<file path="config.mk">
export PLATFORM = sky130hd
export DESIGN_NAME = lock_detector
export DESIGN_NICKNAME = d
export VERILOG_FILES = /design/src/rtl/adpll_pkg.sv /design/src/rtl/lock_detector.sv
export SDC_FILE = /design/constraint.sdc
export NUM_CORES = 1
export LEC_CHECK = 0
export ABC_CLOCK_PERIOD_IN_PS = 3600
export BUFFER_PORTS_ARGS = -buffer_cell sky130_fd_sc_hd__buf_2
export CAP_MARGIN = 15
export CORE_MARGIN = 3
export CORE_UTILIZATION = 55
export CTS_BUF_LIST = sky130_fd_sc_hd__clkbuf_8
export CTS_CLUSTER_SIZE = 30
export DETAILED_ROUTE_END_ITERATION = 10
export GPL_ROUTABILITY_DRIVEN = 0
export PLACE_DENSITY = 0.86
export SETUP_SLACK_MARGIN = 0.15
export SKIP_CTS_REPAIR_TIMING = 1
export SLEW_MARGIN = 20
export SYNTH_ARGS = -nofsm -noshare
export SYNTH_HDL_FRONTEND = slang
export SYNTH_SLANG_ARGS = --single-unit
</file>
<file path="constraint.sdc">
create_clock -name clk -period 3.6 [get_ports clk]
set_input_delay 0.54 -clock clk [delete_from_list [all_inputs] [get_ports clk]]
set_output_delay 0.54 -clock clk [all_outputs]
set_load 0.02 [all_outputs]
</file>
<file path="src/rtl/adpll_pkg.sv">
package adpll_pkg;

   ////////////////////
   // Word widths
   ////////////////////
   localparam int FCW_W     = 26;
   localparam int ACC_W     = 27;
   localparam int INT_W     = 12;
   localparam int FRA_W     = 14;
   // Filter output to tuning word scaling
   localparam int OTW_SHIFT = 7;

   // Signed capacitor bank limits
   localparam int L_MAX  = 12;
   localparam int L_MIN  = -13;
   localparam int MS_MAX = 127;
   localparam int MS_MIN = -128;

   typedef logic        [FCW_W-1:0] fcw_t;
   typedef logic        [INT_W-1:0] tdc_word_t;
   typedef logic signed [ACC_W-1:0] acc_t;
   typedef logic signed [7:0]       otw_t;
   typedef logic signed [4:0]       otw_l_t;

   // TEST and TX are decoded but behave like PD
   typedef enum logic [1:0] {
      PD   = 2'd0,
      TEST = 2'd1,
      RX   = 2'd2,
      TX   = 2'd3
   } adpll_mode_t;

   typedef enum logic [2:0] {
      IDLE = 3'd0,
      PU   = 3'd1,
      C_L  = 3'd2,
      C_M  = 3'd3,
      C_S  = 3'd4
   } acq_state_t;

   typedef struct packed {
      logic [3:0] alpha_l;
      logic [3:0] alpha_m;
      logic [3:0] alpha_s;
      logic [3:0] beta;     // zero turns the integral path off
      logic [2:0] lambda;
      logic [1:0] iir_n;
   } filter_cfg_t;

   typedef struct packed {
      otw_l_t c_l;
      otw_t   c_m;
      otw_t   c_s;
   } dco_words_t;

   typedef struct packed {
      logic dco_pd;
      logic tdc_pd;
      logic tdc_pd_inj;
   } pwr_ctrl_t;

endpackage

</file>
<file path="src/rtl/lock_detector.sv">
`timescale 1ns/1ps

module lock_detector
   import adpll_pkg::*;
#(
   parameter int LOCK_COUNT_FINE   = 15,
   parameter int LOCK_COUNT_COARSE = 8
) (
   input  logic       clk,
   input  logic       rst_accum_all,
   input  logic       en,
   input  logic       lock_clear,
   input  logic       lock_enable,
   input  acq_state_t state,
   input  otw_t       otw,
   output logic       lock_detect,
   output otw_t       lock_word
);

   otw_t cand1_q, cand2_q, cand1_n, cand2_n;
   otw_t lock_word_n;
   logic [4:0] cnt1_q, cnt2_q, cnt1_n, cnt2_n;
   logic [4:0] thr;
   logic lock_n;

   // Coarse bank settles on fewer repeats
   assign thr = (state == C_L) ? 5'(LOCK_COUNT_COARSE) : 5'(LOCK_COUNT_FINE);

   always_comb begin
      cand1_n     = cand1_q;
      cand2_n     = cand2_q;
      cnt1_n      = cnt1_q;
      cnt2_n      = cnt2_q;
      lock_n      = lock_detect;
      lock_word_n = lock_word;
      if (otw == cand1_q) begin
         cnt1_n = cnt1_q + 5'd1;
         if (cnt1_n == thr) begin
            lock_n      = 1'b1;
            lock_word_n = cand1_q;
         end
      end else if (otw == cand2_q) begin
         cnt2_n = cnt2_q + 5'd1;
         if (cnt2_n == thr) begin
            lock_n      = 1'b1;
            lock_word_n = cand2_q;
         end
      end else begin
         // New word pushes the older candidate down
         cand1_n = otw;
         cnt1_n  = 5'd1;
         cand2_n = cand1_q;
         cnt2_n  = cnt1_q;
      end
   end

   always_ff @(posedge clk) begin
      if (rst_accum_all || (en && lock_clear)) begin
         cand1_q     <= '1;
         cand2_q     <= '1;
         cnt1_q      <= '0;
         cnt2_q      <= '0;
         lock_detect <= 1'b0;
         lock_word   <= '1;
      end else if (en && lock_enable && !lock_detect) begin
         cand1_q     <= cand1_n;
         cand2_q     <= cand2_n;
         cnt1_q      <= cnt1_n;
         cnt2_q      <= cnt2_n;
         lock_detect <= lock_n;
         lock_word   <= lock_word_n;
      end
   end

endmodule

</file>
# After elaboration in Yosys (flattened, before gate mapping)
# Cells that the tools add are included.
dict set report classes {
  reduce_logical 11
  eq_ne 7
  n_bitwise 2
  n_addsub 2
  muxes 12
}
# op count
set ops {}
lappend ops {{$mux 8} 4}
lappend ops {{$eq 8x8->1} 2}
lappend ops {{$mux 5} 3}
lappend ops {{$add 5x1->5 const B} 2}
lappend ops {{$eq 5x4->1} 2}
lappend ops {{$mux 1} 4}
lappend ops {{$reduce_and 2->1} 2}
lappend ops {{$reduce_and 4->1} 1}
lappend ops {{$reduce_bool 2->1} 2}
lappend ops {{$eq 3x2->1 const B} 1}
lappend ops {{$logic_and 1x1->1} 3}
lappend ops {{$mux 3} 1}
lappend ops {{$reduce_and 3->1} 1}
lappend ops {{$ne 2x1->1 const B} 1}
lappend ops {{$ne 2x2->1 const B} 1}
lappend ops {{$not 1->1} 2}
lappend ops {{$logic_not 1->1} 1}
lappend ops {{$logic_or 1x1->1} 1}
dict set report totals {
  regBits 35
  wordCells 40
  out_inout_bits 9
}

# Logic depth before layout (Yosys ltp)
# Gate-level depths: netlist (run 1).
dict set report logic_depth {
  depth_word 6
  ltp_mapped 9
}

# Worst setup path before layout (run 1)
# OpenSTA, ideal clock, no wires.
dict set report synth_timing {
  path_kind {in2reg}
  startpoint {input port otw[4]}
  endpoint {register cand1_q[0]}
  setup_slack_ns 1.649
  setup_ns 0.127
  arrival_time_ns 1.824
  path_stages 8
  path_cell_list {xor2_1 > nor4_4 > a21oi_4 > nor2b_4 > buf_6 > buf_12 > mux2i_1 > nand2_1}
}
dict set report synth_between {
  elab_chain_len 3
  elab_cells_between_ends 5
  classes_between {2 x eq/ne; 2 x bitwise; 1 x reduce/logical}
}
# item line_no
set synth_rtl {}
lappend synth_rtl {{start: declaration} lock_detector.sv:15} ;# input otw_t otw,
lappend synth_rtl {{$eq 8x8->1 (on tied branches)} {lock_detector.sv:42, lock_detector.sv:36}}
lappend synth_rtl {{$not 1->1 (no line)} -}
lappend synth_rtl {{$reduce_and 3->1 (no line) (*)} -}
lappend synth_rtl {{end signal: assignment} lock_detector.sv:66} ;# cand1_q <= cand1_n;
lappend synth_rtl {{end: declaration} lock_detector.sv:20} ;# otw_t cand1_q, cand2_q, cand1_n, cand2_n;
# Every way passes the cells marked *; elsewhere a longest branch is shown, timed or not.
# A chain may end at the register's enable or synchronous reset.

# Final worst setup path (run 1)
dict set report layout_timing {
  startpoint {register cnt1_q[0]}
  endpoint {register lock_word[7]}
}
dict set report layout_between {
  elab_chain_len 4
}
# item line_no
set layout_rtl {}
lappend layout_rtl {{start: declaration} lock_detector.sv:22} ;# logic [4:0] cnt1_q, cnt2_q, cnt1_n, cnt2_n;
lappend layout_rtl {{start signal: assignment} lock_detector.sv:68} ;# cnt1_q <= cnt1_n;
lappend layout_rtl {{$add 5x1->5} lock_detector.sv:37} ;# cnt1_n = cnt1_q + 5'd1;
lappend layout_rtl {{$eq 5x4->1} lock_detector.sv:38} ;# if (cnt1_n == thr) begin
lappend layout_rtl {{$ne 2x1->1 (no line)} -}
lappend layout_rtl {{$reduce_and 4->1 (no line)} -}
lappend layout_rtl {{end signal: assignment} lock_detector.sv:71} ;# lock_word <= lock_word_n;
lappend layout_rtl {{end: declaration} lock_detector.sv:17} ;# output otw_t lock_word
# Every way passes these cells.

==> out/qor.log, run 1 <==
[run_status] status complete, no violations
[route] DRC violation count after routing 0
[synthesis] Synth cell types 43
[clock_network] clk root buf clkbuf_8
[synthesis] area leader, netlist dfxtp_1
[cells_and_area] Fillers 291
[grt] vias in the first global route 1441
[setup_path] worst path arrival time 2320 ps
[route] number of search-and-repair iterations in the first detailed-routing pass 4
[setup_path] CP Cell Sequence ha_1 -> xnor2_1 -> nor4b_1 -> o2111ai_1 -> a21oi_1 -> buf_4 -> mux2i_1
[worst_hold_path] capture endpoint of the worst hold path lock_word[3]$_SDFFE_PP1P_
[grt] highest-utilization routing layer at the global route stage met2
[clock_network] clock-pin transition on the worst setup and hold timing paths 70 ps
[route] number of nets still failing antenna checks after routing 0
[synthesis] sequential share of the synthesized area 35.5%
[sta] transition time of the tightest slew-check pin 754 ps
[sta] max_slew headroom 49.7%
[clock_network] latest clock arrival within the worst-skew pair 290 ps
[clock_network] maximum clock insertion buffer count 2
[route] initial detailed-routing violation count 60
[sta] unrepaired setup endpoints after global routing no
[die] core region area 3390 um2
[setup_path] Critical Setup Path Class flip-flop to flip-flop
[pwr] maximum vdd drop 344 uV
[cells_and_area] Multi-input gate area 1190 um2
[cells_and_area] number of inserted diodes 0
[grt] maximum number of pins on one net before global-route repair 27
[grt] met1 Use GR 25.8%
[synthesis] fraction of post-synthesis cell area in the top cell type by area 35.5%
[setup_path] Worst Path Max Fanout 9
[route] wire length reported by the detailed router 3760 um
[worst_hold_path] Cells on Worst Hold Path 2
[pwr] Switch Pwr 184 uW
[synthesis] commonest register cell after synthesis dfxtp_1
[grt] wire length of the first global-routing pass 6580 um
[setup_path] Crit path required time 3820 ps
[clock_network] clock tree from TritonCTS built
[synthesis] Syn Area/Cell 9.45 um2
[setup_path] depth of the worst register-to-register path 7
[grt] number of antenna violations at the first check in global routing 0
[cells_and_area] fraction of layout cells with a size suffix above 1 19.8%
[die] number of placed I/O pins 25
[synthesis] most instantiated library cell after synthesis dfxtp_1
[die] placement row count 21
[setup_path] worst path bufs/invs 1
[setup_path] register-to-register path setup slack 1500 ps
[route] vias 1510
[pwr] leakage power total 0.000763 uW
[clock_network] number of clock buffers inserted by TritonCTS 5
[setup_path] largest stage delay on the critical path 480 ps
[place] post-detailed-placement cell area 2080 um2
[synthesis] share of flip-flops with an asynchronous set or reset after synthesis 0%
[cells_and_area] final standard cell count with taps included and fillers excluded 278
[sta] Min Clock Period, post-route 2100 ps
[die] Starting Density 58.3%
[setup_path] Max stage delay cell, worst path dfxtp_1
[clock_network] level count of the clock H-tree 2
[synthesis] top area cells in the synthesized netlist dfxtp_1, mux2i_1, nor2_1
[place] Buffers on Ports 24
[clock_network] CTS sink cnt 35
[pwr] relative contribution of the clock network to total power 43.2%
[route] ratio of routed vias to standard cells 5.43
[cells_and_area] P&R area growth vs syn 11.3%
[pwr] Reg power frac 48.0%
[setup_path] FF-to-FF Start cnt1_q[0]$_SDFFE_PP0P_
[cells_and_area] final-stage net count 249
[synthesis] Gate Count Post-Synth 209
[synthesis] Synth top cells by count dfxtp_1, nor2_1, mux2i_1
[sta] number of setup violations in the final report 0
[route] DR WL/cell 13.5 um
[sta] Total Neg Setup Slack 0 ps
[setup_path] kind of cell adding the most delay to the critical path flip-flops
[place] Final HPWL DP 2760 um
[setup_path] Worst Setup End Kind flip-flop
[pwr] total chip power 832 uW
[pwr] switch share 22.2%
[synthesis] flops & latches, synth 35
[cells_and_area] post-route cell area 2200 um2
[pwr] combinational fraction of design power 8.7%
[synthesis] Yosys warning total 0
[synthesis] number of synthesized flops with an enable pin 0
[place] Placed Cells 270
[sta] worst clock skew 3.20 ps
[pwr] power density over the cells 378 nW/um2
[die] Die Span X 65.9 um
[job] max-cap violation count 0
[pwr] total internal power 648 uW
[cells_and_area] Core Util, Final 64.9%
[die] height of the die 65.9 um
[setup_path] startpoint types flip-flop
[sta] share of the cycle needed by the critical path after routing 58.3%
[setup_path] endpoint of the lowest-slack register-to-register path lock_word[7]$_SDFFE_PP1P_
[grt] met2 layer usage reported by global route 31.2%
[die] floorplan die area 4350 um2
[sta] final hold violation count 0
[worst_hold_path] hold wc startpoint lock_word[3]$_SDFFE_PP1P_
[synthesis] post-synthesis instance area 1980 um2
[grt] routing usage on met3 5.61%
[grt] total gr overflow 0
[sta] number of max-slew violations in the final report 0
[sta] maximum frequency from static timing analysis 477 MHz
[synthesis] number of nets in the synthesized netlist 227
[grt] Global Route Usage Sum 19.9%
[cells_and_area] total area of sequential cells 701 um2
[worst_hold_path] hold crit path type flip-flop to flip-flop
[worst max path at each step]
stage / from / endpoint / slack [ps] / cells past startpoint
6_report: cnt1_q[0]$_SDFFE_PP0P_ / lock_word[7]$_SDFFE_PP1P_ / 1500 / 7
5_1_grt: cand1_q[5]$_SDFFE_PP1P_ / cand2_q[4]$_SDFFE_PP1P_ / 1320 / 6
4_1_cts: cnt1_q[0]$_SDFFE_PP0P_ / lock_word[7]$_SDFFE_PP1P_ / 1520 / 7
3_5_place_dp: en / cand2_q[6]$_SDFFE_PP1P_ / 1240 / 7
3_3_place_gp: en / cand1_q[3]$_SDFFE_PP1P_ / 1280 / 7
2_1_floorplan: otw[4] / cand1_q[0]$_SDFFE_PP1P_ / 1650 / 8
[per-stage QoR]
stage          hold slack (ps)  setup WS [ps]
5_1_grt                    517           1320
4_1_cts                    511           1520
3_5_place_dp               499           1240
2_1_floorplan              480           1650
6_report                   511           1500
3_3_place_gp               491           1280
[logic make-up after synthesis]
family / synth area share (%)
compound gates: 12.6
xor+xnor: 7.98
fa+ha+maj: 1.27
buf+inv: 4.37
flops: 35.5
mux: 18.9
simple gates: 19.4
[layout make-up]
cell class | instances | area share [%]
clock inverters | 2 | 1.59
repair buffers | 26 | 6.14
multi-input cells | 163 | 54.0
clock buffers | 6 | 3.75
well taps | 46 | 2.62
flip-flops and latches | 35 | 31.9
[registers in the layout (all words and copies together), names as in the netlist]
register	count
cnt1_q	5
cand1_q	8
lock_word	8
cnt2_q	5
cand2_q	8
lock_detect	1
[routing by layer]
layer | wire, um | vias up
met5 | 0 | -
met4 | 57 | 0
met3 | 173 | 6
met2 | 1700 | 28
met1 | 1830 | 694
li1 | - | 782
[tightest hold or removal path, delay by kind of cell, from the launching register on]
kind	cells	cell delay (ps)
flip-flops	1	310
multiplexers	1	60
AND/OR/NAND/NOR	1	90
[cells in the final DEF, fill, tap and decap left out, types with 2 or more instances in the layout]
| cell | n |
|---|---|
| a21o_1 | 2 |
| o21ai_0 | 4 |
| xor2_1 | 8 |
| mux2_1 | 7 |
| and3_1 | 2 |
| o2111ai_1 | 2 |
| clkbuf_8 | 6 |
| buf_2 | 24 |
| nor2b_1 | 3 |
| nand4_1 | 2 |
| a22oi_1 | 3 |
| nor2_1 | 26 |
| a211oi_1 | 3 |
| nor3b_1 | 2 |
| a21oi_1 | 9 |
| nand2_1 | 20 |
| dfxtp_1 | 35 |
| xnor2_1 | 10 |
| and4b_1 | 2 |
| nand3_1 | 4 |
| ha_1 | 2 |
| mux2i_1 | 25 |
| nor4b_1 | 2 |
| buf_4 | 2 |
| o31ai_1 | 2 |
| a21bo_2 | 2 |
| mux2_2 | 4 |
| nor4_4 | 2 |
| o211ai_1 | 4 |
[power by group through the flow]
| stage | registers, uW | logic [uW] | clock network (uW) |
|---|---|---|---|
| 6_report | 400 | 72.5 | 360 |
| 2_1_floorplan | 407 | 56.9 | 0 |
| 3_5_place_dp | 409 | 72.3 | 0 |
| 3_3_place_gp | 408 | 71.1 | 0 |
| 5_1_grt | 400 | 80.5 | 394 |
| 4_1_cts | 400 | 72.9 | 371 |
(Power assumes the default switching activity.)
==> run 2, diff against run 1 <==
Settings changed: ABC_AREA set to 1, ABC_CLOCK_PERIOD_IN_PS 3600 to 1900, CORE_UTILIZATION 55 to 54, PLACE_DENSITY 0.86 to 0.88.
Clock period 3.6 ns to 1.9 ns, I/O delays scaled along.
==> run 2 against run 1 <==
  * Sequential share of layout area down 2.0 points
  * Clock skew is 8.0 ps higher
  * Via count up 30%
  * Register-to-register slack worse by 1300 ps
  * Clock-buffer cell count shrank 1
  * Largest power group unchanged
  * Highest routed layer unchanged
==> out/qor.log, run 2 <==
[route] DRC violation count after routing 0 [unchanged]
[pwr] total internal power 1230 uW [was 648 uW]
[setup_path] register-to-register path setup slack 210 ps [was 1500 ps]
[synthesis] sequential share of the synthesized area 34.9% [was 35.5%]
[pwr] Reg power frac 46.5% [was 48.0%]
[route] ratio of routed vias to standard cells 5.25 [was 5.43]
[synthesis] number of nets in the synthesized netlist 312 [was 227]
[pwr] relative contribution of the clock network to total power 40.4% [was 43.2%]
[synthesis] Synth cell types 28 [was 43]
[synthesis] Yosys warning total 0 [unchanged]
[synthesis] area leader, netlist dfxtp_1 [unchanged]
[cells_and_area] number of inserted diodes 0 [unchanged]
[setup_path] startpoint types flip-flop [unchanged]
[cells_and_area] most common cell after layout, fill and taps aside nand2_1 [was dfxtp_1]
[route] number of search-and-repair iterations in the first detailed-routing pass 4 [unchanged]
[grt] maximum number of pins on one net before global-route repair 18 [was 27]
[synthesis] Syn Area/Cell 6.83 um2 [was 9.45 um2]
[die] floorplan die area 4490 um2 [was 4350 um2]
[synthesis] flops & latches, synth 35 [unchanged]
[die] placement row count 21 [unchanged]
[sta] unrepaired setup endpoints after global routing no [unchanged]
[cells_and_area] final-stage net count 346 [was 249]
[route] initial detailed-routing violation count 203 [was 60]
[clock_network] latest clock arrival within the worst-skew pair 290 ps [about the same]
[sta] final hold violation count 0 [unchanged]
[sta] maximum frequency from static timing analysis 592 MHz [was 477 MHz]
[clock_network] clk root buf clkbuf_8 [unchanged]
[synthesis] share of flip-flops with an asynchronous set or reset after synthesis 0% [unchanged]
[worst_hold_path] hold wc startpoint otw[7] [was lock_word[3]$_SDFFE_PP1P_]
[setup_path] FF-to-FF Start cnt2_q[0]$_SDFFE_PP0P_ [was cnt1_q[0]$_SDFFE_PP0P_]
[sta] Min Clock Period, post-route 1690 ps [was 2100 ps]
[clock_network] clock tree from TritonCTS built [unchanged]
[pwr] switch share 26.5% [was 22.2%]
[cells_and_area] fraction of layout cells with a size suffix above 1 23.1% [was 19.8%]
[die] number of placed I/O pins 25 [unchanged]
[sta] number of max-slew violations in the final report 0 [unchanged]
[synthesis] Synth top cells by count nand2_1, nand3_1, dfxtp_1 [was dfxtp_1, nor2_1, mux2i_1]
[cells_and_area] commonest cells after routing, fill and taps aside nand2_1, nand3_1, dfxtp_1, inv_1, buf_2 [was dfxtp_1, nor2_1, mux2i_1, buf_2, nand2_1]
[synthesis] fraction of post-synthesis cell area in the top cell type by area 34.9% [was 35.5%]
[die] Starting Density 57.9% [was 58.3%]
[synthesis] most instantiated library cell after synthesis nand2_1 [was dfxtp_1]
[setup_path] Crit path required time 2080 ps [was 3820 ps]
[synthesis] post-synthesis instance area 2010 um2 [was 1980 um2]
[clock_network] level count of the clock H-tree 2 [unchanged]
[clock_network] number of clock buffers inserted by TritonCTS 5 [unchanged]
[run_status] status complete, no violations [unchanged]
[cells_and_area] largest registers cand1_q (8), cand2_q (8), lock_word (8) [unchanged]
[pwr] leakage power total 0.00118 uW [was 0.000763 uW]
[pwr] maximum vdd drop 511 uV [was 344 uV]
[place] Buffers on Ports 24 [unchanged]
[pwr] combinational fraction of design power 13.1% [was 8.7%]
[sta] transition time of the tightest slew-check pin 542 ps [was 754 ps]
[sta] share of the cycle needed by the critical path after routing 89.0% [was 58.3%]
[worst_hold_path] Cells on Worst Hold Path 3 [was 2]
[sta] hold slack final 277 ps [was 511 ps]
[pwr] power density over the cells 707 nW/um2 [was 378 nW/um2]
[sta] number of setup violations in the final report 0 [unchanged]
[worst_hold_path] hold crit path type input port to flip-flop [was flip-flop to flip-flop]
[pwr] Switch Pwr 445 uW [was 184 uW]
[grt] number of antenna violations at the first check in global routing 0 [unchanged]
[die] core region area 3470 um2 [was 3390 um2]
[sta] worst clock skew 11.2 ps [was 3.20 ps]
[synthesis] top area cells in the synthesized netlist dfxtp_1, nand2_1, nand3_1 [was dfxtp_1, mux2i_1, nor2_1]
[clock_network] maximum clock insertion buffer count 2 [unchanged]
[sta] Total Neg Setup Slack 0 ps [unchanged]
[worst_hold_path] capture endpoint of the worst hold path cand1_q[7]$_SDFFE_PP1P_ [was lock_word[3]$_SDFFE_PP1P_]
[route] number of nets still failing antenna checks after routing 0 [unchanged]
[clock_network] CTS sink cnt 35 [unchanged]
[cells_and_area] Fillers 284 [was 291]
[grt] wire length of the first global-routing pass 7630 um [was 6580 um]
[setup_path] Critical Setup Path Class flip-flop to flip-flop [unchanged]
[die] Die Span X 67 um [was 65.9 um]
[cells_and_area] final standard cell count with taps included and fillers excluded 375 [was 278]
[clock_network] clock-pin transition on the worst setup and hold timing paths 70 ps [about the same]
[route] DR WL/cell 12.8 um [was 13.5 um]
[setup_path] Worst Setup End Kind flip-flop [unchanged]
[route] vias 1967 [was 1510]
[sta] max_slew headroom 63.8% [was 49.7%]
[route] wire length reported by the detailed router 4800 um [was 3760 um]
[synthesis] number of synthesized flops with an enable pin 0 [unchanged]
[job] max-cap violation count 0 [unchanged]
[synthesis] commonest register cell after synthesis dfxtp_1 [unchanged]
[place] Placed Cells 362 [was 270]
[setup_path] endpoint of the lowest-slack register-to-register path lock_word[4]$_SDFFE_PP1P_ [was lock_word[7]$_SDFFE_PP1P_]
[grt] vias in the first global route 1766 [was 1441]
[setup_path] worst path arrival time 1870 ps [was 2320 ps]
[die] height of the die 67 um [was 65.9 um]
[grt] total gr overflow 0 [unchanged]
[setup_path] Worst Path Max Fanout 9 [unchanged]
[grt] Global Route Usage Sum 22.2% [was 19.9%]
[synthesis] Gate Count Post-Synth 294 [was 209]
[cells_and_area] P&R area growth vs syn 18.0% [was 11.3%]
[setup_path] depth of the worst register-to-register path 10 [was 7]
[place] Final HPWL DP 3300 um [was 2760 um]
run 2: changes by cell type in the layout (fill, tap and decap cells not counted), moves of 5 or more:
cell	previous run	this run
mux2i_1	25	0
nor2_1	26	10
a21oi_1	9	17
nand3_1	4	35
nand2_1	20	90
o21ai_0	4	16
inv_1	0	30
mux2_1	7	0
nand2_2	1	6
a21oi_2	0	5
run 2: cell type report:
cell class | instances | area [um2] | share of cell area, %
tap | 46 | 57.6 | 2.43
clock buffer | 5 | 68.8 | 2.90
multi-input combinational | 218 | 1160 | 49.0
inverter | 36 | 138 | 5.80
timing repair buffer | 32 | 194 | 8.18
sequential | 35 | 708 | 29.9
clock inverter | 3 | 43.8 | 1.85
run 2: power by group through the flow:
stage                     sequential, uW  clock [uW]  combinational, uW
after global routing                 783         720                245
after detailed placement             796           0                206
after global placement               795           0                200
after CTS                            779         677                210
final                                780         677                219
after floorplan                      790           0                152
run 2: cells by family (layout without fill, tap and decap cells):
| logic type | Yosys count | after routing | share of synthesized area (%) |
|---|---|---|---|
| fa+ha+maj | 2 | 2 | 1.25 |
| xor+xnor | 15 | 15 | 6.54 |
| flops | 35 | 35 | 34.9 |
| compound gates | 44 | 44 | 12.6 |
| buf+inv | 42 | 76 | 9.34 |
| simple gates | 156 | 157 | 35.4 |
run 2: worst max-delay path by stage:
stage | depth (start not counted) | endpoint | startpoint | slack [ps]
after floorplan | 12 | lock_word[4]$_SDFFE_PP1P_ | cnt1_q[0]$_SDFFE_PP0P_ | 390
after global placement | 12 | lock_word[7]$_SDFFE_PP1P_ | cnt1_q[0]$_SDFFE_PP0P_ | 170
after detailed placement | 12 | lock_word[2]$_SDFFE_PP1P_ | cnt1_q[0]$_SDFFE_PP0P_ | 120
after CTS | 12 | lock_word[2]$_SDFFE_PP1P_ | cnt1_q[0]$_SDFFE_PP0P_ | 100
after global routing | 10 | lock_word[7]$_SDFFE_PP1P_ | cand1_q[7]$_SDFFE_PP1P_ | 130
final | 10 | lock_word[4]$_SDFFE_PP1P_ | cnt2_q[0]$_SDFFE_PP0P_ | 210
run 2: critical path, stage by stage, from the launching register on:
cell and delay [ps]:
dfxtp_2 350, ha_2 340, inv_1 50, nor2_1 110, nand3_1 100, nand2_1 110
nand3_2 160, nand2_4 170, nand2_8 90, nand2_1 70, nand3_1 60
run 2: metrics by stage:
stage | setup slack [ps] | power (uW) | area [um2] | utilization [%]
after floorplan | 387 | 942 | 2010 | -
final | 210 | 1680 | 2370 | 68.4
after detailed placement | 124 | 1000 | 2170 | 62.5
after global placement | 167 | 995 | 2170 | 62.5
after CTS | 104 | 1670 | 2280 | 65.7
after global routing | 134 | 1750 | 2370 | 68.4
run 2: routing by layer:
layer  share of wire, %  global-route usage [%]
met1                 46                    29.4
met2                 46                    34.7
met3                5.9                    3.88
met4                2.2                    9.62
met5                  0                       0
